--- src/design/video_pkg.sv ---
// video generator shared definitions
// register numbers, pixel depth codes, sync states and the VRAM word types
package video_pkg;

    typedef logic [15:0] vram_word_t;           // VRAM data word and word address

    typedef logic [3:0] reg_num_t;

    localparam reg_num_t REG_DISPSTART  = 4'd0; // frame start word address
    localparam reg_num_t REG_DISPWIDTH  = 4'd1; // words per line stride
    localparam reg_num_t REG_GFXCTRL    = 4'd2; // colorbase, plane disable, bpp
    localparam reg_num_t REG_LINEINTR   = 4'd3; // enable and line number
    localparam reg_num_t REG_R_WIDTH    = 4'd4; // visible width
    localparam reg_num_t REG_R_HEIGHT   = 4'd5; // visible height
    localparam reg_num_t REG_R_SCANLINE = 4'd6; // blank flags and current line

    // codes 0 and 1 are stored as written and scan out as BPP_4
    typedef enum logic [1:0] {
        BPP_4 = 2'd2,
        BPP_8 = 2'd3
    } bpp_t;

    typedef enum logic [1:0] {
        SYNC_PRE,
        SYNC_PULSE,
        SYNC_POST,
        SYNC_VISIBLE
    } sync_state_t;

    // one fetched word, leftmost pixel in the most significant field
    typedef union packed {
        logic [0:3][3:0] nibbles;               // 4-bpp view
        logic [0:1][7:0] bytes;                 // 8-bpp view
    } pixel_word_u;

endpackage

--- src/design/pixel_serializer.sv ---
// pixel serializer
// unpacks buffered words into 8-bit palette indices, 4 or 8 bits per pixel
`timescale 1ns/100ps

module pixel_serializer (
    input  logic                  clk,
    input  logic                  reset_i,
    input  logic                  pix_active_i,
    input  video_pkg::bpp_t       bpp_i,
    input  logic [7:0]            colorbase_i,
    input  video_pkg::vram_word_t word_i,
    input  logic                  empty_i,
    output logic                  pop_o,
    output logic [7:0]            pal_index_o
);
    import video_pkg::*;

    pixel_word_u word;
    logic [1:0]  slot;                          // pixel position within the word
    logic        last_pix;
    logic [7:0]  pixel;

    assign word     = word_i;
    assign last_pix = (bpp_i == BPP_8) ? slot[0] : (slot == 2'd3);
    assign pop_o    = pix_active_i && last_pix && !empty_i;

    always_comb begin
        if (!pix_active_i || empty_i) begin
            pixel = colorbase_i;                // blank, or memory fell behind
        end else if (bpp_i == BPP_8) begin
            pixel = word.bytes[slot[0]];
        end else begin
            pixel = {colorbase_i[7:4], word.nibbles[slot]};
        end
    end

    always_ff @(posedge clk) begin
        if (reset_i) begin
            slot        <= '0;
            pal_index_o <= '0;
        end else begin
            pal_index_o <= pixel;
            slot        <= (!pix_active_i || last_pix) ? 2'd0 : slot + 2'd1;
        end
    end

endmodule

--- config.mk ---
export PLATFORM = sky130hd
export DESIGN_NAME = pixel_serializer
export DESIGN_NICKNAME = d
export VERILOG_FILES = /design/src/design/video_pkg.sv /design/src/design/pixel_serializer.sv
export SDC_FILE = /design/constraint.sdc
export NUM_CORES = 1
export LEC_CHECK = 0
export BUFFER_PORTS_ARGS = -buffer_cell sky130_fd_sc_hd__buf_2
export CELL_PAD_IN_SITES_DETAIL_PLACEMENT = 1
export CELL_PAD_IN_SITES_GLOBAL_PLACEMENT = 1
export CORE_AREA = 2 2 49 51
export CTS_BUF_LIST = sky130_fd_sc_hd__clkbuf_16
export DETAILED_ROUTE_END_ITERATION = 10
export DIE_AREA = 0 0 51 53
export MAX_ROUTING_LAYER = met4
export PLACE_DENSITY = 0.76
export SETUP_SLACK_MARGIN = 0.05
export SKIP_CTS_REPAIR_TIMING = 1
export SLEW_MARGIN = 0
export SYNTH_ARGS = -nofsm -noshare
export SYNTH_HDL_FRONTEND = slang
export SYNTH_SLANG_ARGS = --single-unit
--- constraint.sdc ---
create_clock -name clk -period 2.2 [get_ports clk]
set_input_delay 0.22 -clock clk [delete_from_list [all_inputs] [get_ports clk]]
set_output_delay 0.22 -clock clk [all_outputs]
set_load 0.005 [all_outputs]
* Word-level counts from Yosys, hierarchy flattened *
Index checks and enable logic that the tools add are counted.

word-level totals
  bits of input ports = 30
  memory bits (read-only) = 0
  output and inout port bits = 9
  memories kept = 0
  memory bits (writable) = 0
  logic and storage cells = 25
  bits in latches = 0
  bits in registers = 10

cells by class
  equality and inequality tests = 2
  bitwise operators = 2
  divide/modulo/power cells = 0
  reduce and logical (&&, ||, !) cells = 7
  $add $sub $neg = 1
  order comparisons = 2
  $mul = 0
  multiplexer cells = 9
  shifts and indexed selects = 0

operator list
  cell                   count
  $mux W8                5
  $bmux W4 S2            1
  $mux W4                2
  $eq A2 B2 Y1 const B   2
  $ge A3 B3 Y1 const B   1
  $not A2 Y3             1
  $add A2 B1 Y2 const B  1
  $ge A2 B2 Y1 const B   1
  $logic_and A1 B1 Y1    2
  $logic_not A1 Y1       2
  $logic_or A1 B1 Y1     2
  $not A1 Y2             1
  $reduce_or A2 Y1       1
  $mux W1                1

* Longest topological paths before layout *
  depth after elaboration = 6
  depth in mapped cells = 4
  gate-level depth less buffers = 3

* Worst setup path after synthesis *
No wires, ideal clock.

  kind = reg2reg
  start = register slot[1]
  end = register pal_index_o[0]
  stages on the path, launching flop included = 5
  data required time = 2083 ps
  setup time = 117 ps
  arrival time = 977 ps
  period minus slack after synthesis = 1095 ps
  path slack = 1105 ps
  path buffers = 1
  cell sequence = dfxtp_1 -> buf_6 -> a21oi_1 -> nand3b_1 -> a32o_1

between the ends
  longest elaborated chain between the ends = 6

ends and longest elaborated chain
  element                                     line                    source
  from (decl)                                 pixel_serializer.sv:19  logic [1:0] slot;
  from (signal assigned)                      pixel_serializer.sv:43  slot <= (!pix_active_i || last_pix) ? 2'd0 : slot + 2'd1;
  $not A2 Y3 (implied by the code)            pixel_serializer.sv:33  pixel = {colorbase_i[7:4], word.nibbles[slot]};
  $bmux W4 S2                                 pixel_serializer.sv:33
  $mux W4 (implied by the code) (2 in a row)  pixel_serializer.sv:33
  $mux W8                                     pixel_serializer.sv:30  end else if (bpp_i == BPP_8) begin
  $mux W8                                     pixel_serializer.sv:28  if (!pix_active_i || empty_i) begin
  to (signal assigned)                        pixel_serializer.sv:42  pal_index_o <= pixel;
  to (decl)                                   pixel_serializer.sv:14  output logic [7:0] pal_index_o

No other way between the ends. The select of a mux whose other input is x is not followed.
A chain may end at the register's enable or synchronous reset.

* Final worst setup path *
  start = register slot[1]
  end = output pop_o

between the ends
  longest elaborated chain between the ends = 4

ends and longest elaborated chain
  element                           line                    source
  $eq A2 B2 Y1                      pixel_serializer.sv:24  assign last_pix = (bpp_i == BPP_8) ? slot[0] : (slot == 2'd3);
  $mux W1                           pixel_serializer.sv:24
  $logic_and A1 B1 Y1 (2 in a row)  pixel_serializer.sv:25  assign pop_o = pix_active_i && last_pix && !empty_i;
  to (decl)                         pixel_serializer.sv:13  output logic pop_o,

No other way between the ends.

==> impl_metrics.yaml <==
run_status:
  outcome: "completed"
synthesis:
  netlist.area_leader.share_pct: 32.00
  yosysSeqAreaShare_pct: 32.00
  yosys.area.top_type: "dfxtp_1"
  synth_compound_area_share_pct: 21.80
  synth_nets: 96
  syn_avg_cell_area_um2: 9.625
  ys.flop_type: "dfxtp_1"
  synth_xor_area_share_pct: 0
  synth_warnings: 0
  yosysMostFrequentCell: "dfxtp_1"
  synth_commonest_cells: "dfxtp_1, mux2i_1, nand3b_1, nor2_1"
  synth_seq_cells: 10
  synthMuxAreaShare_pct: 14.40
  synthCells: 65
  ys_top_cells_by_area: "dfxtp_1, mux2i_1, nand3b_1"
  async_flop_share_pct: 0
  yosys.area_share.simple_pct: 22.40
  synth_cell_types: 19
  synthAdderAreaFrac_pct: 2.000
  synth_top_family_by_area: "simple AND/OR/NAND/NOR gates"
  synth_edf_count: 0
  netlist_area_um2: 625.6
clocking:
  insertion_delay_ns: 0.23
  cts_sinks: 10
  cts_tree: "yes"
  root_buffer: "clkbuf_16"
  clock_path_buffers: 2
  htree_levels: 1
  numCtsBuffers: 3
  path_clk_slew_ns: 0.04
global_routing:
  grt_pass1_wl_mm: 2.815
  grt.total_usage_pct: 14.91
  grt_remaining_overflow: 0
  antenna_found_initial: 0
  grt_max_degree: 14
  grt_pass1_vias: 618
floorplan:
  die-area_um2: 2703
  start_util_pct: 29.12
  io_pins: 39
  die_w_um: 51
  row_count: 17
  core_area_um2: 2148
  die_y_um: 53
setup_path:
  path_class: "reg -> out"
  cp-start-kind: "flip-flop"
  crit_arrival_ns: 1.35
  rrSetupSlack_ns: 0.78
  reg2reg_depth: 4
  r2r_start: "slot[0]"
  cp.required_ns: 1.98
  r2r-end: "pal_index_o[0]"
  endpoint: "pop_o"
  endpoint_kind: "primary output"
  path_max_fanout: 7
  crit_start: "slot[1]"
sta:
  rsz0062_at_grt: "false"
  min_period_over_period_pct: 71.46
  max_freq_ghz: 0.6361
  worst_pin_slew_ns: 0.4143
  setup_viol: 0
  final-hold-violation-count: 0
  period_minus_slack_ns: 1.572
  finalHoldWorstSlack_ns: 0.2079
  skew_ns: 0.0005118
  maxSlewHeadroom_pct: 72.38
  maxSlewViolCount: 0
  finalSetupTns_ns: 0
placed_design:
  hpwl_mm: 1.543
  place_congestion: 0.8359
  port_buffers: 38
drt:
  first_pass_iters: 4
  wirelength_mm: 1.874
  wl_per_cell_um: 14.31
  drt_iter0_markers: 5
  vias_per_cell: 5.137
  drc: 0
  num_vias: 673
  detail-route-antenna-nets: 0
layout:
  fin_nets: 136
  final_layout_size_suffix_gt1_share_pct: 44.66
  areaGrowthSynthToFinish_pct: 43.00
  fillers: 270
  diodes: 0
pwr:
  p_leak_nw: 0.4125
  power_density_nw_per_um2: 681.3
  vdd_ir_drop_max_uv: 256.8
min_path:
  hold_path_class: "in -> reg"
  hold_depth: 2
flow_run:
  maxCapViolCount: 0
cell usage in the layout, fill, tap and decap left out:
cell type and n:
a221oi_1 4, a2111oi_0 1, a21o_1 1, mux2i_1 9, and4b_2 2, ha_1 1
a21oi_1 3, a211oi_1 4, buf_2 38, nand2_1 1, dfxtp_1 10, a32o_1 4
nor3_1 1, nor2_1 8, inv_1 2, nand3b_1 8, buf_4 1, or3b_4 1
and2_2 1, clkbuf_16 3
routing by layer:
| metal | vias up | global-route usage [%] | routed length [um] |
|---|---|---|---|
| li1 | 329 | - | - |
| met1 | 312 | 16.92 | 850 |
| met2 | 28 | 24.68 | 873 |
| met3 | 4 | 2.260 | 106 |
| met4 | 0 | 9.459 | 43 |
| met5 | - | - | 0 |
power breakdown:
group / switching (mW) / internal, mW / total (mW)
clock: 0.0741 / 0.235 / 0.309
combinational: 0.0477 / 0.0519 / 0.0996
sequential: 0.00674 / 0.194 / 0.201
total: 0.128 / 0.481 / 0.609
area by class of cell:
cell class / count / area, um2 / share of cell area, %
clock buffer: 3 / 75.07 / 8.392
timing repair buffer: 39 / 197.7 / 22.10
inverter: 2 / 7.507 / 0.8392
sequential: 10 / 200.2 / 22.38
multi-input combinational: 49 / 379.1 / 42.38
tap: 28 / 35.03 / 3.916
per-stage QoR:
| stage | utilization [%] | setup WS, ns | std cells | total power, mW | area, um2 |
|---|---|---|---|---|---|
| finish | 41.64 | 0.6279 | 131 | 0.6095 | 894.6 |
| global route | 41.64 | 0.5249 | 131 | 0.6416 | 894.6 |
| CTS | 41.64 | 0.6077 | 131 | 0.6204 | 894.6 |
| detailed placement | 38.15 | 0.7740 | 128 | 0.3045 | 819.5 |
| global placement | 38.15 | 0.8564 | 128 | 0.3012 | 819.5 |
| floorplan | - | 1.105 | 65 | 0.2543 | 625.6 |
sequential cells by signal, summed over array words and instances, names as in the netlist:
register     flops
slot             2
pal_index_o      8
kinds of logic (layout without fill, tap and decap cells):
kind of cell | after synthesis | in the layout
AO/OA/AOI/OAI | 17 | 17
AND/OR/NAND/NOR | 22 | 22
adder cells (fa/ha/maj) | 1 | 1
flip-flops | 10 | 10
buffers and inverters | 6 | 44
multiplexers | 9 | 9
worst min path at each step:
stage / start / end / slack [ns]
final: colorbase_i[3] / pal_index_o[3] / 0.21
after global routing: colorbase_i[1] / pal_index_o[1] / 0.22
after CTS: colorbase_i[3] / pal_index_o[3] / 0.21
after detailed placement: colorbase_i[3] / pal_index_o[3] / 0.45
after global placement: colorbase_i[2] / pal_index_o[2] / 0.44
after floorplan: reset_i / pal_index_o[4] / 0.29
critical path: stages, from the launching register on:
cell and delay (ns):
dfxtp_1 0.51, ha_1 0.24, mux2i_1 0.10, nor3_1 0.14, buf_2 0.13
Note: power is estimated with default switching activity, not from simulation.
