File: src/design/video_pkg.sv
// video generator shared definitions
// register numbers, pixel depth codes, sync states and the VRAM word types
package video_pkg;

    typedef logic [15:0] vram_word_t;           // VRAM data word and word address

    typedef logic [3:0] reg_num_t;

    localparam reg_num_t REG_DISPSTART  = 4'd0; // frame start word address
    localparam reg_num_t REG_DISPWIDTH  = 4'd1; // words per line stride
    localparam reg_num_t REG_GFXCTRL    = 4'd2; // colorbase, plane disable, bpp
    localparam reg_num_t REG_LINEINTR   = 4'd3; // enable and line number
    localparam reg_num_t REG_R_WIDTH    = 4'd4; // visible width
    localparam reg_num_t REG_R_HEIGHT   = 4'd5; // visible height
    localparam reg_num_t REG_R_SCANLINE = 4'd6; // blank flags and current line

    // codes 0 and 1 are stored as written and scan out as BPP_4
    typedef enum logic [1:0] {
        BPP_4 = 2'd2,
        BPP_8 = 2'd3
    } bpp_t;

    typedef enum logic [1:0] {
        SYNC_PRE,
        SYNC_PULSE,
        SYNC_POST,
        SYNC_VISIBLE
    } sync_state_t;

    // one fetched word, leftmost pixel in the most significant field
    typedef union packed {
        logic [0:3][3:0] nibbles;               // 4-bpp view
        logic [0:1][7:0] bytes;                 // 8-bpp view
    } pixel_word_u;

endpackage

File: src/design/vram_fetch.sv
// display memory line fetch
// reads one line of words per visible scan line over a four-phase req/ack handshake
`timescale 1ns/100ps

module vram_fetch #(
    parameter int H_VISIBLE = 640
) (
    input  logic                  clk,
    input  logic                  reset_i,
    input  logic                  line_start_i,
    input  logic                  line_end_i,
    input  logic                  frame_end_i,
    input  logic                  vis_line_i,
    input  logic                  video_on_i,
    input  logic                  plane_disable_i,
    input  video_pkg::bpp_t       bpp_i,
    input  video_pkg::vram_word_t disp_start_i,
    input  video_pkg::vram_word_t line_width_i,
    input  logic                  vram_ack_i,
    input  video_pkg::vram_word_t vram_data_i,
    input  logic                  fifo_full_i,
    output logic                  vram_req_o,
    output video_pkg::vram_word_t vram_addr_o,
    output logic                  fifo_wr_o,
    output video_pkg::vram_word_t fifo_data_o,
    output logic                  fifo_flush_o
);
    import video_pkg::*;

    localparam int CNT_W = $clog2(H_VISIBLE / 2 + 1);

    typedef enum logic [1:0] {
        F_IDLE,
        F_REQ,                                  // req high, waiting for ack
        F_RELEASE                               // req low, waiting for ack to drop
    } fetch_state_t;

    fetch_state_t     state;
    vram_word_t       line_addr;
    vram_word_t       rd_addr;
    vram_word_t       line_base;
    logic [CNT_W-1:0] words_left;
    logic             frame_pend;               // next line is the first of a frame
    logic             stale;                    // outstanding read belongs to the last line
    logic             fetch_line;
    logic             capture;

    assign line_base  = frame_pend ? disp_start_i : line_addr;
    assign fetch_line = vis_line_i && video_on_i && !plane_disable_i;
    assign capture    = (state == F_REQ) && vram_ack_i && !stale && !line_start_i;

    always_ff @(posedge clk) begin
        if (reset_i) begin
            state        <= F_IDLE;
            vram_req_o   <= 1'b0;
            words_left   <= '0;
            frame_pend   <= 1'b1;
            stale        <= 1'b0;
            fifo_wr_o    <= 1'b0;
            fifo_flush_o <= 1'b0;
        end else begin
            fifo_wr_o    <= capture;
            fifo_flush_o <= line_start_i;
            case (state)
                F_IDLE: begin
                    if (words_left != '0 && !fifo_full_i && !line_start_i) begin
                        vram_req_o <= 1'b1;
                        state      <= F_REQ;
                    end
                end
                F_REQ: begin
                    if (vram_ack_i) begin
                        vram_req_o <= 1'b0;
                        stale      <= 1'b0;
                        state      <= F_RELEASE;
                    end
                end
                default: begin
                    if (!vram_ack_i) begin
                        state <= F_IDLE;
                    end
                end
            endcase
            if (capture) begin
                words_left <= words_left - 1'b1;
            end
            if (frame_end_i) begin
                frame_pend <= 1'b1;
            end
            if (line_start_i) begin
                frame_pend <= 1'b0;
                stale      <= (state == F_REQ) && !vram_ack_i;
                if (!fetch_line) begin
                    words_left <= '0;
                end else if (bpp_i == BPP_8) begin
                    words_left <= CNT_W'(H_VISIBLE / 2);
                end else begin
                    words_left <= CNT_W'(H_VISIBLE / 4);
                end
            end
        end
    end

    always_ff @(posedge clk) begin
        if (state == F_IDLE) begin
            vram_addr_o <= rd_addr;             // held while the request is up
        end
        if (capture) begin
            fifo_data_o <= vram_data_i;
            rd_addr     <= rd_addr + 16'd1;
        end
        if (line_end_i && vis_line_i) begin
            line_addr <= line_addr + line_width_i;
        end
        if (line_start_i) begin
            line_addr <= line_base;
            rd_addr   <= line_base;
        end
    end

endmodule

File: config.mk
export PLATFORM = sky130hd
export DESIGN_NAME = vram_fetch
export DESIGN_NICKNAME = d
export VERILOG_FILES = /design/src/design/video_pkg.sv /design/src/design/vram_fetch.sv
export SDC_FILE = /design/constraint.sdc
export NUM_CORES = 1
export LEC_CHECK = 0
export BUFFER_PORTS_ARGS = -buffer_cell sky130_fd_sc_hd__clkbuf_2
export CAP_MARGIN = 20
export CELL_PAD_IN_SITES_DETAIL_PLACEMENT = 0
export CELL_PAD_IN_SITES_GLOBAL_PLACEMENT = 2
export CORE_ASPECT_RATIO = 1.2
export CORE_UTILIZATION = 35
export DETAILED_ROUTE_END_ITERATION = 12
export PLACE_DENSITY_LB_ADDON = 0.1
export SYNTH_ARGS = -nofsm -noshare
export SYNTH_HDL_FRONTEND = slang
export SYNTH_SLANG_ARGS = --single-unit
File: constraint.sdc
create_clock -name clk -period 2.8 [get_ports clk]
set_clock_uncertainty 0.15 [all_clocks]
set_input_delay 0.28 -clock clk [delete_from_list [all_inputs] [get_ports clk]]
set_output_delay 0.28 -clock clk [all_outputs]
set_load 0.005 [all_outputs]
---- Word level (Yosys, flattened, before mapping) ----
Index checks and enable logic that the tools add are counted.
Widths: inputs -> output; s select.
storage, ports and cells
  logic and storage cells ................. 64
  bits in registers ....................... 80
  output and inout port bits .............. 35
  bits of input ports ..................... 60
cells by class
  multiplexer cells ....................... 20
  add/sub/neg operators ................... 3
  reduce and logical (&&, ||, !) cells .... 25
  equal/unequal tests ..................... 5
operator list
  cell                   count
  $mux 16                5
  $mux 9                 4
  $add 16x1->16 const B  1
  $add 16x16->16         1
  $reduce_bool 2->1      6
  $logic_and 1x1->1      9
  $reduce_bool 9->1      1
  $sub 9x1->9 const B    1
  $mux 1                 6
  $mux 2                 3
  $reduce_and 3->1       2
  $logic_not 1->1        5
  $ne 2x2->1 const B     2
  $pmux 2 s2             1
  $ne 3x1->1 const B     1
  $eq 2x1->1 const B     1
  $eq 2x2->1 const B     1
  $logic_not 2->1        1
  $pmux 1 s2             1
  $reduce_and 2->1       1

---- Logic depth before layout (Yosys ltp) ----
  depth after elaboration ................. 6
  mapped depth ............................ 7

---- Least setup slack after synthesis ----
No wires, ideal clock.
  path type ............................... register to register
  start point ............................. register line_addr[0]
  end point ............................... register line_addr[12], data pin
  required time ........................... 2.483 ns
  arrival time ............................ 2.016 ns
  path slack .............................. 0.466 ns
  stages on the path, launching flop included .. 8
  cell sequence ........................... edfxtp_1 -> ha_1 -> fa_1 -> a21oi_1 -> o221ai_2 -> o21ai_1 -> mux2_4 -> a221oi_2
between the ends
  word-level cells in the longest chain between the ends .. 3
RTL lines
  item                      RTL line           RTL
  start: declaration        vram_fetch.sv:39   vram_word_t line_addr;
  start signal: assignment  vram_fetch.sv:113  line_addr <= line_addr + line_width_i;
  start signal: assignment  vram_fetch.sv:116  line_addr <= line_base;
  $add 16x16->16            vram_fetch.sv:113
  $mux 16                   vram_fetch.sv:112  if (line_end_i && vis_line_i) begin
  $mux 16                   vram_fetch.sv:115  if (line_start_i) begin
No other way between the ends. The select of a mux whose other input is x is not followed.
A chain may end at the register's enable or synchronous reset.

---- Worst setup path after layout ----
Ends and elaborated chain as after synthesis.

==> results.json <==
{
  "dieArea_sq_um": 12540,
  "synth_top_area_cell": "edfxtp_1",
  "first_pass_iters": 4,
  "status": "finished, final reports clean",
  "num_vias": 3203,
  "p_int_uw": 2585,
  "rr_startpoint": "line_addr[0]",
  "net-switching-power_uw": 1003,
  "p_leak_uw": 0.002173,
  "wl_mm": 9.788,
  "synth-edff-count": 64,
  "slew_violations": 0,
  "ys_top_cells_by_count": "edfxtp_1 (64), nand2_1 (30), nor2_1 (28), a21oi_1 (21), o21ai_0 (20)",
  "drive_above_1_share_pct": 28.80,
  "peakVddDrop_uv": 268.9,
  "clk_pin_slew_ns": 0.07,
  "p_sw_share_pct": 27.95,
  "syn_inst": 371,
  "die_h_microns": 122.5,
  "seq_area_frac_synth_pct": 52.97,
  "antenna_found_initial": 0,
  "cp_cell_sequence": "ha_1, fa_1, a21oi_1, o221ai_2, o21ai_1, mux2_4, a221oi_2",
  "yosysUniqueCellTypes": 67,
  "relSlewSlack_pct": 59.80,
  "synth_seq_cells": 80,
  "initial_core_util_pct": 36.26,
  "grt_usage_pct": 16.56,
  "yosys_warnings": 0,
  "synthesis.area_sq_um": 4233,
  "cp-end-kind": "register",
  "synth_top_area_share_pct": 45.40,
  "hp-class": "in -> reg",
  "diodes": 0,
  "cp.required_ns": 2.82,
  "ant_nets": 0,
  "reg2reg_depth": 7,
  "hold_viol": 0,
  "rr_endpoint": "line_addr[12]",
  "yosys-top-cells-area": "edfxtp_1 (45%), dfxtp_1 (7.6%), ha_1 (5.0%)",
  "nets": 566,
  "synthToLayoutAreaGrowth_pct": 26.93,
  "cp_top_family": "compound AO/OA/AOI/OAI gates",
  "cp_num_buf_inv": 0,
  "pwr-share-clk_pct": 35.2,
  "setup_viol": 0,
  "grt_pass1_wl_mm": 15.52,
  "fp.dieW_microns": 102.4,
  "fin_crit_sh_pct": 91.09,
  "pwr-share-seq_pct": 42.6,
  "cts_buffer_depth": 2,
  "p_comb_share_pct": 22.2,
  "grt_pass1_vias": 3124,
  "worstPathArrival_ns": 2.57,
  "yosysMostFrequentCell": "edfxtp_1",
  "cp_max_fo": 4,
  "tns_ns": 0,
  "finalWeightedCongestion": 0.7941,
  "cts_resized": 0,
  "cts_tree": "built",
  "num_rows": 43,
  "cts-htree-levels": 3,
  "syn-num-nets": 449,
  "cp-endpoint": "line_addr[12]",
  "drt-initial-drc-count": 163,
  "grt_overflow": 0,
  "rsz0062_at_grt": "false",
  "slowest_delay_ns": 0.42,
  "clock_latency_ns": 0.34,
  "io_buffer_count": 94,
  "path_class": "reg -> reg",
  "design_area_sq_um": 5373,
  "ioPinCount": 95,
  "yosys_most_used_dff": "edfxtp_1",
  "finalCriticalPeriod_ns": 2.551,
  "dp_hpwl_mm": 7.181,
  "cp.depth": 7,
  "cap_violations": 0,
  "via_per_inst": 4.928,
  "pwr_density_cell_nw_per_um2": 667.7,
  "start_kind": "register",
  "tightestPinTransition_ns": 0.5994,
  "cts_inserted_buffers": 9,
  "cp_slowest_cell": "fa_1",
  "avgRoutedWirePerCell_microns": 15.06,
  "core_area_sq_um": 11670,
  "fmax_mhz": 392.1,
  "grt_max_degree": 54,
  "timing.critical_path.from": "line_addr[0]",
  "async_flop_share_pct": 0,
  "cts.sinks": 80,
  "place_area_sq_um": 4890,
  "cts_root_buf": "clkbuf_16",
  "avgSynthCellArea_sq_um": 11.41,
  "drc": 0,
  "r2r_slack_ns": 0.25
}
-- sequential cells by signal, indices dropped and copies added (netlist names), 2 cells and up --
name         cells
state            2
fifo_data_o     16
rd_addr         16
line_addr       16
vram_addr_o     16
words_left       9
-- worst min-delay path, cell delays in order --
cell	delay, ns
clkbuf_2	0.09
nor2_1	0.03
o21bai_1	0.10
-- area by class of cell --
cell class / count / area [sq um]
clock buffers: 11 / 264.0
repair buffers: 117 / 683.2
well taps: 157 / 196.4
multi-input cells: 268 / 1883
flip-flops and latches: 80 / 2242
clock inverters: 5 / 58.81
inverters: 12 / 45.04
fillers: 1132 / 6302
-- kinds of logic after synthesis --
| group | Yosys count | share of synthesized area, % |
|---|---|---|
| AOI/OAI and AO/OA | 98 | 15.43 |
| xor gates and xnor gates | 27 | 5.587 |
| adders and majority gates | 18 | 5.498 |
| buffers and inverters | 23 | 2.542 |
| DFF | 80 | 52.97 |
| muxes | 20 | 5.055 |
| and+or+nand+nor | 105 | 12.92 |
-- how the worst min path moves through the flow --
stage                  startpoint  slack, ns               to  cells past startpoint
CTS                   frame_end_i       0.05       frame_pend                      3
finish                frame_end_i       0.05       frame_pend                      3
floorplan              vram_ack_i       0.23            stale                      1
global placement    words_left[0]       0.31    words_left[0]                      2
global route          frame_end_i       0.07       frame_pend                      3
detailed placement    rd_addr[15]       0.31  vram_addr_o[15]                      0
-- power by group through the flow --
stage	combinational [uW]	sequential [uW]	clock, uW
after global routing	899	1540	1340
after CTS	804	1530	1300
after detailed placement	779	1550	0
after floorplan	557	1530	0
after global placement	776	1550	0
final	797	1530	1260
-- per-stage QoR --
stage	hold WS, ns	setup slack, ns	util (%)	instances	total power (uW)
final	0.05090	0.2494	46.02	650	3587
after global routing	0.07162	0.05613	46.02	650	3779
after global placement	0.3065	0.2977	41.88	618	2324
after floorplan	0.2286	0.4663	-	371	2090
after CTS	0.05186	0.2179	46.02	650	3633
after detailed placement	0.3078	0.2560	41.88	618	2333
-- metal layers --
| metal | wire length [microns] | part of all wire, % | global-route usage [%] | vias to the layer above |
|---|---|---|---|---|
| li1 | - | - | - | 1628 |
| met1 | 4829 | 49 | 22.85 | 1487 |
| met2 | 4404 | 45 | 25.67 | 77 |
| met3 | 353 | 3.6 | 2.392 | 11 |
| met4 | 201 | 2.1 | 7.411 | 0 |
| met5 | 0 | 0 | 0 | - |
-- cells in the final DEF, fill, tap and decap left out, types with 13 or more instances in the layout --
cell           instances
o21ai_0               20
dfxtp_1               16
nand2_1               30
clkbuf_2              94
xnor2_1               17
ha_1                  17
a21oi_1               21
nor2_1                28
dlygate4sd3_1         16
a211oi_1              13
edfxtp_1              64
-- repair_timing --
item                      in CTS  in global routing
hold endpoints to repair      16                  0
hold buffers                  16                  0
buffers inserted               0                  0
Power figures use the tool's default switching activity.
