`config.mk`:
```
export PLATFORM = sky130hd
export DESIGN_NAME = video_timing
export DESIGN_NICKNAME = d
export VERILOG_FILES = /design/src/design/video_pkg.sv /design/src/design/video_timing.sv
export SDC_FILE = /design/constraint.sdc
export NUM_CORES = 1
export LEC_CHECK = 0
export BUFFER_PORTS_ARGS = -buffer_cell sky130_fd_sc_hd__buf_4
export CORE_ASPECT_RATIO = 1.2
export CORE_MARGIN = 2
export CORE_UTILIZATION = 25
export DETAILED_ROUTE_END_ITERATION = 6
export PLACE_DENSITY = 0.53
export SYNTH_ARGS = -nofsm -noshare
export SYNTH_HDL_FRONTEND = slang
export SYNTH_SLANG_ARGS = --single-unit
```
`constraint.sdc`:
```
create_clock -name clk -period 2.1 [get_ports clk]
set_input_delay 0.42 -clock clk [delete_from_list [all_inputs] [get_ports clk]]
set_output_delay 0.42 -clock clk [all_outputs]
set_load 0.02 [all_outputs]
```
`src/design/video_pkg.sv`:
```
// video generator shared definitions
// register numbers, pixel depth codes, sync states and the VRAM word types
package video_pkg;

    typedef logic [15:0] vram_word_t;           // VRAM data word and word address

    typedef logic [3:0] reg_num_t;

    localparam reg_num_t REG_DISPSTART  = 4'd0; // frame start word address
    localparam reg_num_t REG_DISPWIDTH  = 4'd1; // words per line stride
    localparam reg_num_t REG_GFXCTRL    = 4'd2; // colorbase, plane disable, bpp
    localparam reg_num_t REG_LINEINTR   = 4'd3; // enable and line number
    localparam reg_num_t REG_R_WIDTH    = 4'd4; // visible width
    localparam reg_num_t REG_R_HEIGHT   = 4'd5; // visible height
    localparam reg_num_t REG_R_SCANLINE = 4'd6; // blank flags and current line

    // codes 0 and 1 are stored as written and scan out as BPP_4
    typedef enum logic [1:0] {
        BPP_4 = 2'd2,
        BPP_8 = 2'd3
    } bpp_t;

    typedef enum logic [1:0] {
        SYNC_PRE,
        SYNC_PULSE,
        SYNC_POST,
        SYNC_VISIBLE
    } sync_state_t;

    // one fetched word, leftmost pixel in the most significant field
    typedef union packed {
        logic [0:3][3:0] nibbles;               // 4-bpp view
        logic [0:1][7:0] bytes;                 // 8-bpp view
    } pixel_word_u;

endpackage

```
`src/design/video_timing.sv`:
```
// raster timing generator
// h/v sync state machines, display enable, line and frame events, interrupt pulses
`timescale 1ns/100ps

module video_timing #(
    parameter int H_FRONT    = 16,
    parameter int H_SYNC     = 96,
    parameter int H_BACK     = 48,
    parameter int H_VISIBLE  = 640,
    parameter int V_VISIBLE  = 480,
    parameter int V_FRONT    = 10,
    parameter int V_SYNC     = 2,
    parameter int V_BACK     = 33,
    parameter bit H_SYNC_POL = 1'b0,
    parameter bit V_SYNC_POL = 1'b0
) (
    input  logic        clk,
    input  logic        reset_i,
    input  logic        enable_i,
    input  logic        line_intr_ena_i,
    input  logic [10:0] line_intr_line_i,
    output logic        hsync_o,
    output logic        vsync_o,
    output logic        dv_de_o,
    output logic        vsync_intr_o,
    output logic        vline_intr_o,
    output logic        line_start_o,
    output logic        line_end_o,
    output logic        frame_end_o,
    output logic        vis_line_o,
    output logic        pix_active_o,
    output logic [10:0] v_count_o,
    output logic        h_visible_o,
    output logic        v_visible_o,
    output logic        video_on_o
);
    import video_pkg::*;

    localparam int H_TOTAL = H_FRONT + H_SYNC + H_BACK + H_VISIBLE;
    localparam int V_TOTAL = V_VISIBLE + V_FRONT + V_SYNC + V_BACK;

    sync_state_t h_state;
    sync_state_t v_state;
    logic [10:0] h_count;
    logic [10:0] h_limit;                       // last h_count of the current state
    logic [10:0] v_limit;                       // last v_count of the current state
    logic        video_en;

    // blanking sits left of the visible pixels on each line
    always_comb begin
        case (h_state)
            SYNC_PRE:   h_limit = 11'(H_FRONT - 1);
            SYNC_PULSE: h_limit = 11'(H_FRONT + H_SYNC - 1);
            SYNC_POST:  h_limit = 11'(H_FRONT + H_SYNC + H_BACK - 1);
            default:    h_limit = 11'(H_TOTAL - 1);
        endcase
    end

    // and below the visible lines in each frame
    always_comb begin
        case (v_state)
            SYNC_VISIBLE: v_limit = 11'(V_VISIBLE - 1);
            SYNC_PRE:     v_limit = 11'(V_VISIBLE + V_FRONT - 1);
            SYNC_PULSE:   v_limit = 11'(V_VISIBLE + V_FRONT + V_SYNC - 1);
            default:      v_limit = 11'(V_TOTAL - 1);
        endcase
    end

    assign line_start_o = (h_count == 11'd0);
    assign line_end_o   = (h_count == 11'(H_TOTAL - 1));
    assign frame_end_o  = line_end_o && (v_count_o == 11'(V_TOTAL - 1));
    assign h_visible_o  = (h_state == SYNC_VISIBLE);
    assign v_visible_o  = (v_state == SYNC_VISIBLE);
    assign vis_line_o   = v_visible_o;
    assign pix_active_o = v_visible_o && h_visible_o;
    assign video_on_o   = video_en;

    always_ff @(posedge clk) begin
        if (reset_i) begin
            h_count      <= '0;
            v_count_o    <= '0;
            h_state      <= SYNC_PRE;
            v_state      <= SYNC_VISIBLE;
            video_en     <= 1'b0;
            hsync_o      <= ~H_SYNC_POL;
            vsync_o      <= ~V_SYNC_POL;
            dv_de_o      <= 1'b0;
            vsync_intr_o <= 1'b0;
            vline_intr_o <= 1'b0;
        end else begin
            h_count <= line_end_o ? 11'd0 : h_count + 11'd1;
            if (h_count == h_limit) begin
                h_state <= sync_state_t'(h_state + 2'd1);
            end
            if (line_end_o) begin
                v_count_o <= frame_end_o ? 11'd0 : v_count_o + 11'd1;
                if (v_count_o == v_limit) begin
                    v_state <= sync_state_t'(v_state + 2'd1);
                end
            end
            if (frame_end_o) begin
                video_en <= enable_i;           // enable only changes between frames
            end

            hsync_o      <= (h_state == SYNC_PULSE) ? H_SYNC_POL : ~H_SYNC_POL;
            vsync_o      <= (v_state == SYNC_PULSE) ? V_SYNC_POL : ~V_SYNC_POL;
            dv_de_o      <= video_en && pix_active_o;
            vsync_intr_o <= line_end_o && (v_count_o == 11'(V_VISIBLE - 1));
            vline_intr_o <= line_start_o && line_intr_ena_i && (v_count_o == line_intr_line_i);
        end
    end

endmodule

```
# Yosys cells after proc, flatten, opt, wreduce, memory -nomap -nowiden
# Cells that the tools add are included.
[totals]
reg_bits = 32
input_bits = 15
out_inout_bits = 24
wordCells = 41
[op_classes]
n_addsub = 4
eq_ne = 11
mux = 5
reduce_logical = 11
[ops]
columns = ["operator", "n"]
rows = [
  ["one-hot mux 10 bit (3 select lines)", 2],
  ["equality test 11 bit", 3],
  ["adder 11 x 1 -> 11 bit (second input constant)", 2],
  ["equality test 11 x 10 -> 1 bit (second input constant)", 2],
  ["equality test 11 x 9 -> 1 bit (second input constant)", 1],
  ["zero test 11 bit", 1],
  ["2-to-1 mux 11 bit", 1],
  ["equality test 2 bit (second input constant)", 3],
  ["logical AND 1 bit", 6],
  ["adder 2 x 1 -> 2 bit (second input constant)", 2],
  ["equality test 2 x 1 -> 1 bit (second input constant)", 2],
  ["zero test 2 bit", 2],
  ["2-to-1 mux 1 bit", 2],
  ["AND reduction 2 bit", 1],
  ["OR reduction 2 bit", 1],
]

# Depth between registers and ports, before layout
[depth]
ltp_word = 4
depth_mapped = 8

# Worst setup path after synthesis
# OpenSTA, ideal clock, no wires.
[synth_timing]
kind = "reg-to-output"
start = "register v_count_o[9]"
end = "output frame_end_o"
arrival_time_ns = 1.840
slack_ns = -0.160
stages_incl_launch_ff = 6
path_buffers = 2
cell_sequence = "dfxtp_1 clkbuf_1 or4bb_1 or4_4 buf_6 inv_1"
[synth_between]
elab_chain_len = 2
[synth_lines]
columns = ["item", "line_no", "rtl"]
rows = [
  ["start: declaration", "video_timing.sv:32", "output logic [10:0] v_count_o,"],
  ["start signal: assignment", "video_timing.sv:96", "v_count_o <= frame_end_o ? 11'd0 : v_count_o + 11'd1;"],
  ["equality test 11 x 10 -> 1 bit", "video_timing.sv:71", "assign frame_end_o = line_end_o && (v_count_o == 11'(V_TOTAL - 1));"],
  ["logical AND 1 bit", "video_timing.sv:71", ""],
  ["end: declaration", "video_timing.sv:29", "output logic frame_end_o,"],
]
# Every way passes these cells.

# Worst setup path in the final report
[layout_timing]
start = "register h_count[10]"
end = "output frame_end_o"
[layout_between]
elab_chain_len = 2
[layout_lines]
columns = ["item", "line_no", "rtl"]
rows = [
  ["start: declaration", "video_timing.sv:44", "logic [10:0] h_count;"],
  ["start signal: assignment", "video_timing.sv:91", "h_count <= line_end_o ? 11'd0 : h_count + 11'd1;"],
  ["equality test 11 x 10 -> 1 bit", "video_timing.sv:70", "assign line_end_o = (h_count == 11'(H_TOTAL - 1));"],
  ["logical AND 1 bit", "video_timing.sv:71", ""],
]
# Every way passes these cells.

==> Flow_metrics.wiki <==
{| class="wikitable"
! Metric !! Value
|-
| Number of instances in the synthesized netlist || 216
|-
| Adder and majority gate portion of the synthesized area || 8.086%
|-
| Async S/R FF share, synth || 0%
|-
| First-iteration detailed-routing DRC count || 61
|-
| Total of hold buffers inserted after clock tree synthesis || 0
|-
| Syn Nets || 243
|-
| Endpoint required time on the critical path || 1.68 ns
|-
| Number of rows created at floorplan || 34
|-
| CP Class || reg2out
|-
| Total number of vias || 1667
|-
| I/O pin cnt || 39
|-
| Class of the worst hold path || in2reg
|-
| Share of the yosys chip area belonging to registers || 34.50%
|-
| Data arrival time of the critical path || 1.88 ns
|-
| TritonCTS clock tree || yes
|-
| Final HPWL from detailed placement || about 3800 µm
|-
| Total routing resource utilization after global routing || 13.15%
|-
| Cell area power density || 503.4 mW/mm²
|-
| Synthesized-area fraction occupied by ao, oa, aoi and oai cells || 5.660%
|-
| Kind of start point of the critical path || register
|-
| Pin slew with the least headroom to its limit || about 0.46 ns
|-
| Via count of the first global-routing pass || 1666
|-
| Number of buffers added by the clock tree synthesis step || 5
|-
| Worst Setup Slack, final || -0.1983 ns
|-
| Die height || 98.41 µm
|-
| Non-filler instance count after layout || ~370
|-
| Final worst hold slack || 0.3815 ns
|-
| Count of unique library cells instantiated by Yosys || 45
|-
| Post-synthesis area per instance || 8.596 µm²
|-
| Routed length per instance || 13.35 µm
|-
| Period utilisation layout || 109.4%
|-
| RSZ-0062 raised after global routing || true
|-
| Maximum frequency from static timing analysis || approximately 0.44 GHz
|-
| Maximum vdd ir drop || ~0.29 mV
|-
| Effective utilization at floorplan || 25.67%
|-
| # setup viols final || 2
|-
| Fin. max-slew vios || 0
|-
| Total of buffers placed on input and output ports || 38
|-
| Most common cell after layout, fill and taps aside || sky130_fd_sc_hd__buf_4
|-
| Global placement routability congestion || around 0.77
|-
| Static Leakage || 1.111 nW
|-
| Most area-hungry cell type in the Yosys netlist || sky130_fd_sc_hd__dfxtp_1
|-
| Synth top area share || 34.50%
|-
| Post-synthesis instance area || 0.001857 mm²
|-
| Post-Synth XOR/XNOR Area || ~14%
|-
| Sum of overflow across all layers after global routing || 0
|-
| Post-detailed-route DRC marker count || 0
|-
| Number of routed nets with antenna violations || 0
|-
| Failing checks || setup timing
|-
| Result of the run || finished with violations
|-
| Multi-input logic area || approximately 0.0011 mm²
|-
| Source-to-sink clock delay at the later pin of the worst-skew pair || 0.29 ns
|-
| Number of flip-flops and latches in the synthesized netlist || 32
|-
| WL final || 4912 µm
|-
| Maximum level of the CTS H-tree || 2
|-
| Crit-path max FO || 2
|-
| Category of the worst setup path capture point || primary output
|-
| Clock tree root buffer cell || sky130_fd_sc_hd__clkbuf_8
|-
| Leading cell types in the layout, fill and taps excluded || sky130_fd_sc_hd__buf_4 (66), sky130_fd_sc_hd__nor2_1 (26), sky130_fd_sc_hd__dfxtp_1 (25), sky130_fd_sc_hd__xor2_1 (16), sky130_fd_sc_hd__xnor2_1 (14)
|-
| Die area || between 0.008 and 0.009 mm²
|-
| Cell types with the largest area share after synthesis || sky130_fd_sc_hd__dfxtp_1 (35%), sky130_fd_sc_hd__ha_1 (8.1%), sky130_fd_sc_hd__xor2_1 (7.5%), sky130_fd_sc_hd__xnor2_1 (6.6%), sky130_fd_sc_hd__nor2_1 (5.5%)
|-
| CTS sink cnt || 32
|-
| Layout-stage area growth over the synthesis result || 38.48%
|-
| Number of synthesized flops with an enable pin || 0
|-
| Primary flip-flop cell chosen by synthesis mapping || sky130_fd_sc_hd__dfxtp_1
|-
| Area taken by flip-flops and latches || 649.4 µm²
|-
| First-pass GRT wire length || roughly 8200 µm
|-
| Ratio of cells with drive above 1 in the final layout || 36.33%
|-
| Combinational family with the most area after synthesis || simple AND/OR/NAND/NOR gates
|-
| Clock skew || approximately 0.0084 ns
|-
| Worst-path clk slew || 0.07 ns
|-
| Multiplexer share of the synthesized area || under 10%
|-
| Number of antenna violations at the first check in global routing || 0
|-
| Iteration count of the initial detailed-routing pass || 4
|-
| Area fraction in and, or, nand and nor cells after synthesis || 29.65%
|-
| Via density per instance || 4.530
|-
| Largest net degree at the start of global routing || 19
|-
| Warnings, synthesis || 0
|-
| Layout net count || 304
|-
| Max-cap check violation count || 0
|-
| Core region area || 0.007232 mm²
|-
| Fillcell total || 800
|-
| Placed Cells || 357
|-
| Chip width || 82.67 µm
|-
| Max transition margin || 69.60%
|-
| Setup slack at placement || -0.001473 ns
|-
| Buffers from clock root to sink, at most || 2
|-
| Final hold violation count || 0
|-
| Ant. Diodes || 0
|-
| Min Tclk post-route || 2.298 ns
|}
## state kept, by name, summed over array words and instances (netlist names), 2 cells and up
signal / flops
h_count: 11
v_count_o: 11
h_state: 2
v_state: 2
## final timing paths
kind | cells after the start | slack (ns) | endpoint | from
hold / removal | 3 | 0.38 | video_on_o | enable_i
setup reg to reg | 7 | 0.15 | v_state[0] | v_state[0]
hold reg to reg | 1 | 0.44 | h_count[0] | h_count[0]
setup / recovery | 4 | -0.20 | frame_end_o | h_count[10]
## synth_stat cells, types with 2 or more instances
master and count:
sky130_fd_sc_hd__and3_2 2, sky130_fd_sc_hd__or3_1 2, sky130_fd_sc_hd__o21ai_0 4, sky130_fd_sc_hd__clkbuf_1 9, sky130_fd_sc_hd__or4_4 2, sky130_fd_sc_hd__nor2_1 27, sky130_fd_sc_hd__buf_4 2, sky130_fd_sc_hd__a21oi_1 3
sky130_fd_sc_hd__buf_6 3, sky130_fd_sc_hd__ha_1 12, sky130_fd_sc_hd__nand4_1 5, sky130_fd_sc_hd__xor2_1 16, sky130_fd_sc_hd__nand3_1 11, sky130_fd_sc_hd__nor4_1 7, sky130_fd_sc_hd__and3_1 7, sky130_fd_sc_hd__inv_1 11
sky130_fd_sc_hd__xnor2_1 14, sky130_fd_sc_hd__nor3_1 7, sky130_fd_sc_hd__nand2b_1 3, sky130_fd_sc_hd__dfxtp_1 32, sky130_fd_sc_hd__mux2i_1 2, sky130_fd_sc_hd__nand2_1 10, sky130_fd_sc_hd__or4_1 3
## critical path, stage by stage, from the launching register on
cell                      delay, ns
sky130_fd_sc_hd__dfxtp_2       0.32
sky130_fd_sc_hd__or4_4         0.52
sky130_fd_sc_hd__or4_4         0.57
sky130_fd_sc_hd__inv_4         0.07
sky130_fd_sc_hd__buf_6         0.10
## area by class of cell
class	instances	share of cell area, %
clock inverters	2	1.363
clock buffers	6	2.822
flip-flops and latches	32	25.26
repair buffers	68	20.15
inverters	12	1.849
well taps	90	4.380
multi-input cells	158	44.18
## power by group
| part | switching, W | total, W | internal [W] |
|---|---|---|---|
| Combinational | 0.0000393 | 0.0000886 | 0.0000493 |
| Sequential | 0.00000407 | 0.000616 | 0.000612 |
| Clock | 0.000238 | 0.000590 | 0.000352 |
## cell families after synthesis
logic type,Yosys count
DFF,32
xor gates and xnor gates,30
and+or+nand+nor,99
adders and majority gates,12
AOI/OAI and AO/OA,15
muxes,2
buffers and inverters,26
## what timing repair did
item | 4_1_cts | 5_1_grt
setup buffers | 3 | 0
gates resized for setup | 7 | 11
gates cloned | 0 | 0
pin swaps | 3 | 3
setup endpoints to repair | 4 | 5
## stage by stage
| stage | setup TNS [ns] | utilization, % | power (W) | cell area [µm²] |
|---|---|---|---|---|
| detailed placement | -0.001473 | 32.92 | 0.0007097 | 2381 |
| global route | -0.4142 | 35.55 | 0.001347 | 2571 |
| CTS | -0.4136 | 35.16 | 0.001318 | 2542 |
| global placement | 0 | 32.92 | 0.0007094 | 2381 |
| finish | -0.2986 | 35.55 | 0.001294 | 2571 |
| floorplan | 0 | - | 0.0006661 | 1866 |
## layer usage
metal	up-vias	GRT usage [%]	wire length, µm
met3	7	2.773	160
met2	25	23.45	2561
li1	856	-	-
met4	0	4.666	72
met5	-	0	0
met1	779	15.03	2118
Power figures use the tool's default switching activity.
