--- config.mk ---
export PLATFORM = sky130hd
export DESIGN_NAME = video_regs
export DESIGN_NICKNAME = d
export VERILOG_FILES = /design/src/design/video_pkg.sv /design/src/design/video_regs.sv
export SDC_FILE = /design/constraint.sdc
export NUM_CORES = 1
export LEC_CHECK = 0
export BUFFER_PORTS_ARGS = -buffer_cell sky130_fd_sc_hd__buf_4
export CORE_AREA = 4 4 94 96
export DETAILED_ROUTE_END_ITERATION = 8
export DIE_AREA = 0 0 98 100
export PLACE_DENSITY = 0.78
export SETUP_SLACK_MARGIN = 0.05
export SYNTH_ARGS = -nofsm -noshare
export SYNTH_HDL_FRONTEND = slang
export SYNTH_SLANG_ARGS = --single-unit
--- constraint.sdc ---
create_clock -name clk -period 1.79 [get_ports clk]
set_input_delay 0.4475 -clock clk [delete_from_list [all_inputs] [get_ports clk]]
set_output_delay 0.4475 -clock clk [all_outputs]
set_load 0.1 [all_outputs]
--- src/design/video_pkg.sv ---
// video generator shared definitions
// register numbers, pixel depth codes, sync states and the VRAM word types
package video_pkg;

    typedef logic [15:0] vram_word_t;           // VRAM data word and word address

    typedef logic [3:0] reg_num_t;

    localparam reg_num_t REG_DISPSTART  = 4'd0; // frame start word address
    localparam reg_num_t REG_DISPWIDTH  = 4'd1; // words per line stride
    localparam reg_num_t REG_GFXCTRL    = 4'd2; // colorbase, plane disable, bpp
    localparam reg_num_t REG_LINEINTR   = 4'd3; // enable and line number
    localparam reg_num_t REG_R_WIDTH    = 4'd4; // visible width
    localparam reg_num_t REG_R_HEIGHT   = 4'd5; // visible height
    localparam reg_num_t REG_R_SCANLINE = 4'd6; // blank flags and current line

    // codes 0 and 1 are stored as written and scan out as BPP_4
    typedef enum logic [1:0] {
        BPP_4 = 2'd2,
        BPP_8 = 2'd3
    } bpp_t;

    typedef enum logic [1:0] {
        SYNC_PRE,
        SYNC_PULSE,
        SYNC_POST,
        SYNC_VISIBLE
    } sync_state_t;

    // one fetched word, leftmost pixel in the most significant field
    typedef union packed {
        logic [0:3][3:0] nibbles;               // 4-bpp view
        logic [0:1][7:0] bytes;                 // 8-bpp view
    } pixel_word_u;

endpackage

--- src/design/video_regs.sv ---
// control register file
// register writes, registered read-back and the frame-start copy of the start address
`timescale 1ns/100ps

module video_regs #(
    parameter int H_VISIBLE = 640,
    parameter int V_VISIBLE = 480
) (
    input  logic                  clk,
    input  logic                  reset_i,
    input  logic                  reg_wr_i,
    input  video_pkg::reg_num_t   reg_num_i,
    input  video_pkg::vram_word_t reg_data_i,
    input  logic                  frame_end_i,
    input  logic [10:0]           v_count_i,
    input  logic                  h_visible_i,
    input  logic                  v_visible_i,
    output video_pkg::vram_word_t reg_data_o,
    output video_pkg::vram_word_t disp_start_o,
    output video_pkg::vram_word_t line_width_o,
    output logic [7:0]            colorbase_o,
    output logic                  plane_disable_o,
    output video_pkg::bpp_t       bpp_o,
    output logic                  line_intr_ena_o,
    output logic [10:0]           line_intr_line_o
);
    import video_pkg::*;

    vram_word_t start_pend;                     // start address waiting for frame end

    always_ff @(posedge clk) begin
        if (reset_i) begin
            start_pend       <= '0;
            disp_start_o     <= '0;
            line_width_o     <= 16'(H_VISIBLE / 4);
            colorbase_o      <= '0;
            plane_disable_o  <= 1'b0;
            bpp_o            <= BPP_4;
            line_intr_ena_o  <= 1'b0;
            line_intr_line_o <= '0;
            reg_data_o       <= '0;
        end else begin
            if (reg_wr_i) begin
                case (reg_num_i)
                    REG_DISPSTART: start_pend <= reg_data_i;
                    REG_DISPWIDTH: line_width_o <= reg_data_i;
                    REG_GFXCTRL: begin
                        colorbase_o     <= reg_data_i[15:8];
                        plane_disable_o <= reg_data_i[7];
                        bpp_o           <= bpp_t'(reg_data_i[5:4]);
                    end
                    REG_LINEINTR: begin
                        line_intr_ena_o  <= reg_data_i[15];
                        line_intr_line_o <= reg_data_i[10:0];
                    end
                    default: ;                  // read only or unused
                endcase
            end
            if (frame_end_i) begin
                disp_start_o <= start_pend;
            end

            case (reg_num_i)
                REG_DISPSTART:  reg_data_o <= start_pend;
                REG_DISPWIDTH:  reg_data_o <= line_width_o;
                REG_GFXCTRL:    reg_data_o <= {colorbase_o, plane_disable_o, 1'b0, bpp_o, 4'h0};
                REG_LINEINTR:   reg_data_o <= {line_intr_ena_o, 4'h0, line_intr_line_o};
                REG_R_WIDTH:    reg_data_o <= 16'(H_VISIBLE);
                REG_R_HEIGHT:   reg_data_o <= 16'(V_VISIBLE);
                REG_R_SCANLINE: reg_data_o <= {~v_visible_i, ~h_visible_i, 3'b000, v_count_i};
                default:        reg_data_o <= '0;
            endcase
        end
    end

endmodule

Word-level counts from Yosys, hierarchy flattened
Index checks and enable logic that the tools add are counted.
Widths: inputs -> output; s select.
{ "op_classes": {"n_eq_ne": 6, "n_bitwise": 2, "n_mux": 1, "n_reduce_logical": 5} }
{ "op_table": {"columns": ["op", "count"], "rows": [
  ["$pmux 16 s7", 1],
  ["$eq 4x3->1 const B", 3],
  ["$eq 4x2->1 const B", 2],
  ["$reduce_and 2->1", 4],
  ["$eq 4x1->1 const B", 1],
  ["$logic_not 4->1", 1],
  ["$not 1->1", 2]
]} }
{ "word_totals": {"out_inout_bits": 71, "wordCells": 23, "inputBits": 37, "register_bits": 87} }

Longest topological paths before layout
Gate-level depths: netlist of run 1.
{ "depth": {"ltp_word": 2, "depth_mapped": 6, "mapped_depth_nobuf": 3} }

Worst setup path before layout of run 1
No wires, ideal clock.
{ "synth_path": {"path_type": "register to register", "start": "reg colorbase_o[1]", "end": "reg reg_data_o[9]", "setup_time_ns": 0.075, "stages_incl_launch_ff": 4, "n_path_buf": 0, "t_required_ns": 1.715, "setup_slack_ns": 0.201, "period_less_slack_ns": 1.589, "arrival_ns": 1.514, "cell_sequence": "dfxtp_1 -> a21oi_1 -> a311o_1 -> a31oi_1"} }
{ "synth_between": {"elab_chain_len": 1} }
{ "synth_lines": {"columns": ["element", "line_no", "source"], "rows": [
  ["start: declaration", "video_regs.sv:21", "output logic [7:0] colorbase_o,"],
  ["start signal: assignment", "video_regs.sv:48", "colorbase_o <= reg_data_i[15:8];"],
  ["$pmux 16 s7", "video_regs.sv:63", "case (reg_num_i)"],
  ["end signal: assignment", "video_regs.sv:64", "REG_DISPSTART: reg_data_o <= start_pend;"],
  ["end signal: assignment", "video_regs.sv:65", "REG_DISPWIDTH: reg_data_o <= line_width_o;"],
  ["end signal: assignment", "video_regs.sv:66", "REG_GFXCTRL: reg_data_o <= {colorbase_o, plane_disable_o, 1'b0, bpp_o, 4'h0};"],
  ["end: declaration", "video_regs.sv:18", "output video_pkg::vram_word_t reg_data_o,"]
]} }
No other way between the ends.
A chain may end at the register's enable or synchronous reset.

Worst setup path after layout of run 1
{ "layout_path": {"start": "reg line_intr_line_o[6]", "end": "out line_intr_line_o[6]"} }
{ "layout_rtl": {"columns": ["element", "line_no", "source"], "rows": [
  ["start: declaration", "video_regs.sv:25", "output logic [10:0] line_intr_line_o"],
  ["start signal: assignment", "video_regs.sv:54", "line_intr_line_o <= reg_data_i[10:0];"]
]} }
No word-level cell between the ends.

==> metrics.cfg, run 1 <==
[synthesis]
yosysTopAreaCellShare_pct=44.4
syn-instance-count=438
synthAdderAreaFrac_pct=0
yosys.area_share.simple_pct=19.4
synth_compound_area_share_pct=20.9
yosys.area.top_type=dfxtp_1
ys_seq_elements=87
ys_async_sr_fraction_pct=0
synth_most_common_cell=dfxtp_1
syn_area_sq_mm=0.00392
synth_xor_area_share_pct=0
synth_nets=475
synthDistinctLibCells=41
synth_mux_area_share_pct=7.50
syn_area_per_cell_sq_um=8.96
ys_seq_area_share_pct=44.4
yosysWarningCount=0
synth_top_family_by_area=compound AO/OA/AOI/OAI gates
synth-edff-count=0
synth_area_leaders=dfxtp_1 44%, a21oi_1 8.4%, nand3_1 7.1%
synthFlopType=dfxtp_1
synth_commonest_cells=87 x dfxtp_1, 66 x a21oi_1, 56 x nand3_1

[power_and_ir_drop]
sequentialPowerShare_pct=48.9
p_clk_share_pct=37.7
worst_ir_drop_vdd_mv=0.573
comb_power_share_pct=13.4
p_sw_mw=1.08
p_int_mw=2.95
switching_share_pct=26.9
leakage_nw=2.02
power.density_mw_per_mm2=816

[floorplan]
rows=33
die_width_microns=98
die_h_microns=100
start_util_pct=48.7
dieArea_sq_mm=0.00980
core_area_sq_mm=0.00805
ioPinCount=108

[timing]
layout_min_cycle_time_ns=1.53
finalSetupViolations=0
rsz0062_at_grt=no
period_share_pct=85.5
hold_viol_final=0
max_clock_freq_mhz=654
drv_slew=0
tns_ns=0
slew_headroom_pct=57.6
fin_hold_ws_ns=0.350
fin_skew_ns=0.00952
worst_pin_slew_ns=0.637

[clocking]
cts_tree=yes
clk_path_buf_depth=2
cts_made_buffers=9
htree_levels=3
post_cts_resized=0
root_buffer=clkbuf_8
post_cts_buffers=0
cts_hold_buf=0
clk_pin_slew_ns=0.09
cts.sinks=87
clock_latency_ns=0.36

[detailed_routing]
wl_per_cell_microns=18.2
wl_microns=11600
via_per_inst=5.86
num_vias=3739
drc=0
dr.pass1.iters=6
final_antenna_net_count=0
drtIter0Drc=253

[run]
maxCapViolations=0

[finish]
nets=565
nFillCells=705
area_delta_synth_final_pct=26.1
layout-drive-gt1-share_pct=28.5
antennaDiodeCount=0

[place]
port-buffer-count=107
dp_hpwl_microns=8190
gp_congestion=0.833

[outcome]
run_status=complete, no violations

[worst_hold_path]
holdCritPathClass=input pin to flip-flop

[critical_path]
slowest_stage=dfxtp_1
slowest_delay_ns=0.41
worstPathRequired_ns=1.34
path_cells=buf_4
cp_top_family=flip-flops
path_class=flip-flop to primary output
cp.arrival_ns=1.08
cp_max_fo=3
end_kind=primary output
start_kind=flip-flop
critPathBufInv=1

[grt]
grt-ovfl-total=0
antenna_found_initial=0
track_usage_pct=23.6
grt_first_pass_wirelength_microns=18700
grt_max_degree=54
grt_pass1_vias=3728

## metrics by stage
stage	cell area [sq um]	total power, mW	util (%)	instances	worst slack, ns
CTS	4940	4.03	61.4	638	0.267
global placement	4720	2.54	58.6	622	0.0966
detailed placement	4720	2.55	58.6	622	0.0739
floorplan	3920	2.39	-	438	0.201
global route	4940	4.14	61.4	638	0.253
finish	4940	4.03	61.4	638	0.260
## registers in the layout (all words and copies together), names as in the netlist
signal / flops
line_width_o: 16
line_intr_line_o: 11
disp_start_o: 16
reg_data_o: 16
start_pend: 16
bpp_o: 2
plane_disable_o: 1
colorbase_o: 8
line_intr_ena_o: 1
## cell usage in the layout (no fill, tap or decap), types with 4 or more instances in the layout
cell type  netlist  routed
o22a_1           4       4
a21oi_1         66      66
a31oi_1          4       4
o21ai_0         13      13
nor2b_1          5       5
nand2_1          9       9
a22oi_1          5       5
mux2i_1         26      26
nor2_1          20      20
clkbuf_8         0      10
o21ai_1         50      50
buf_4            9     121
nand3_1         56      56
and3b_1         18      18
dfxtp_1         87      87
## layer usage
layer | up-vias | GRT usage [%] | share of wire, %
li1 | 1754 | - | -
met1 | 1746 | 28.1 | 39
met2 | 201 | 41.8 | 50
met3 | 38 | 4.10 | 7.6
met4 | 0 | 10.5 | 3.0
met5 | - | 0 | 0
## path summary, 6_finish.rpt
check	slack (ns)	endpoint	startpoint	cells after the start
max reg2reg	0.79	reg_data_o[14]$_SDFF_PP0_	colorbase_o[6]$_SDFFE_PP0P_	3
min reg2reg	0.49	reg_data_o[13]$_SDFF_PP0_	start_pend[13]$_SDFFE_PP0P_	2
max	0.26	line_intr_line_o[6]	line_intr_line_o[6]$_SDFFE_PP0P_	1
min	0.35	reg_data_o[4]$_SDFF_PP0_	v_count_i[4]	3
## power by group through the flow
| stage | clock network (mW) | logic [mW] | registers (mW) |
|---|---|---|---|
| 4_1_cts | 1.52 | 0.534 | 1.97 |
| 3_5_place_dp | 0 | 0.532 | 2.02 |
| 3_3_place_gp | 0 | 0.524 | 2.02 |
| 5_1_grt | 1.60 | 0.567 | 1.98 |
| 2_1_floorplan | 0 | 0.244 | 2.14 |
| 6_report | 1.52 | 0.540 | 1.97 |
## cell families after synthesis
family	count (synthesis)
AO/OA/AOI/OAI	149
buffers and inverters	46
flip-flops	87
multiplexers	29
AND/OR/NAND/NOR	127
## final cells by class
class	count	area (sq um)	share of cell area [%]
multi-input combinational	305	1880	38.0
sequential	87	1740	35.2
timing repair buffer	124	968	19.6
clock buffer	11	141	2.86
tap	105	131	2.66
clock inverter	5	81.3	1.64
inverter	1	3.75	0.0759
Power figures use the tool's default switching activity.
==> run 2, diff against run 1 <==
--- a/config.mk
+++ b/config.mk
@@ -6,10 +6,10 @@
 export NUM_CORES = 1
 export LEC_CHECK = 0
 export BUFFER_PORTS_ARGS = -buffer_cell sky130_fd_sc_hd__buf_4
-export CORE_AREA = 4 4 94 96
+export CORE_AREA = 4 4 80 112
 export DETAILED_ROUTE_END_ITERATION = 8
-export DIE_AREA = 0 0 98 100
-export PLACE_DENSITY = 0.78
+export DIE_AREA = 0 0 84 116
+export PLACE_DENSITY = 0.79
 export SETUP_SLACK_MARGIN = 0.05
 export SYNTH_ARGS = -nofsm -noshare
 export SYNTH_HDL_FRONTEND = slang
==> metrics.cfg, run 2 (same netlist as run 1, synthesis figures left out) <==
[power_and_ir_drop]
leakage_nw=2.04
power.density_mw_per_mm2=862
worst_ir_drop_vdd_mv=0.565

[clocking]
cts_tree=yes
clk_pin_slew_ns=0.07
clk_path_buf_depth=2
cts_made_buffers=9
clock_latency_ns=0.34
cts_hold_buf=0
post_cts_buffers=0
root_buffer=clkbuf_16
post_cts_resized=0
cts.sinks=87
htree_levels=3

[timing]
layout_min_cycle_time_ns=1.52
max_clock_freq_mhz=656
final.setup.worst_slack_ns=0.266
rsz0062_at_grt=no
tns_ns=0
finalSetupViolations=0
drv_slew=0
slew_headroom_pct=59.7
worst_pin_slew_ns=0.604
period_share_pct=85.2
fin_skew_ns=0.00630
hold_viol_final=0

[critical_path]
start_kind=flip-flop
cp.arrival_ns=1.08
slowest_delay_ns=0.41
cp_max_fo=3
cp_top_family=flip-flops
slowest_stage=dfxtp_1
path_class=flip-flop to primary output
end_kind=primary output
path_cells=buf_4
worstPathRequired_ns=1.34
critPathBufInv=1

[place]
dp_hpwl_microns=8240
dpl_worst_slack_ns=0.107
gp_congestion=0.886
port-buffer-count=107
place_inst=619

[floorplan]
dieArea_sq_mm=0.00974
die_width_microns=84
start_util_pct=49.0
core_area_sq_mm=0.00800
ioPinCount=108
die_h_microns=116
rows=39

[grt]
grt_first_pass_wirelength_microns=17700
grt-ovfl-total=0
grt_pass1_vias=3454
grt_max_degree=54
antenna_found_initial=0
track_usage_pct=23.1

[finish]
nFillCells=701
instances_no_fill=635
area_delta_synth_final_pct=27.4
antennaDiodeCount=0
layout-drive-gt1-share_pct=28.7
nets=565
final_cell_mix=122 x buf_4, 87 x dfxtp_1, 66 x a21oi_1, 56 x nand3_1, 50 x o21ai_1
layout_commonest_cell=buf_4

[worst_hold_path]
holdCritPathClass=input pin to flip-flop

[run]
maxCapViolations=0

[detailed_routing]
num_vias=3745
final_antenna_net_count=0
via_per_inst=5.90
wl_microns=11400
wl_per_cell_microns=17.9
drc=0
dr.pass1.iters=6
drtIter0Drc=316

[outcome]
run_status=complete, no violations

==> run 2: layout make-up <==
type	count	area [sq um]	share of cell area, %
Multi-Input combinational cell	305	1880	37.6
Clock inverter	6	52.6	1.05
Clock buffer	10	239	4.78
Inverter	1	3.75	0.0751
Sequential cell	87	1740	34.9
Timing Repair Buffer	124	956	19.1
Tap cell	102	128	2.55
==> run 2: final timing paths <==
| check | startpoint | end | slack (ns) | cells past startpoint |
|---|---|---|---|---|
| hold / removal | v_count_i[10] | reg_data_o[10]$_SDFF_PP0_ | 0.37 | 3 |
| hold reg to reg | start_pend[12]$_SDFFE_PP0P_ | reg_data_o[12]$_SDFF_PP0_ | 0.49 | 2 |
| setup / recovery | line_intr_line_o[6]$_SDFFE_PP0P_ | line_intr_line_o[6] | 0.27 | 1 |
| setup reg to reg | start_pend[7]$_SDFFE_PP0P_ | reg_data_o[7]$_SDFF_PP0_ | 0.80 | 3 |
==> run 2: metal layers <==
metal	track usage, %	share of wire (%)	vias to the layer above
met4	14.7	5.5	0
met3	4.98	6.7	45
met5	0	0	-
li1	-	-	1762
met1	25.4	36	1741
met2	40.6	52	197
==> run 2: through the flow <==
stage                     total power [mW]  cell area, sq um  util [%]  hold WS, ns
final                                 4.31              5000      62.4        0.365
after global routing                  4.45              5000      62.4        0.371
after CTS                             4.33              5000      62.4        0.356
after detailed placement              2.54              4710      58.8        0.482
after global placement                2.53              4710      58.8        0.477
after floorplan                       2.39              3920         -        0.445
==> run 2: power breakdown <==
part / switching, mW / leakage [nW] / internal, mW
sequential: 0.0170 / 0.702 / 1.96
combinational: 0.361 / 1.20 / 0.167
clock: 0.806 / 0.138 / 1.00
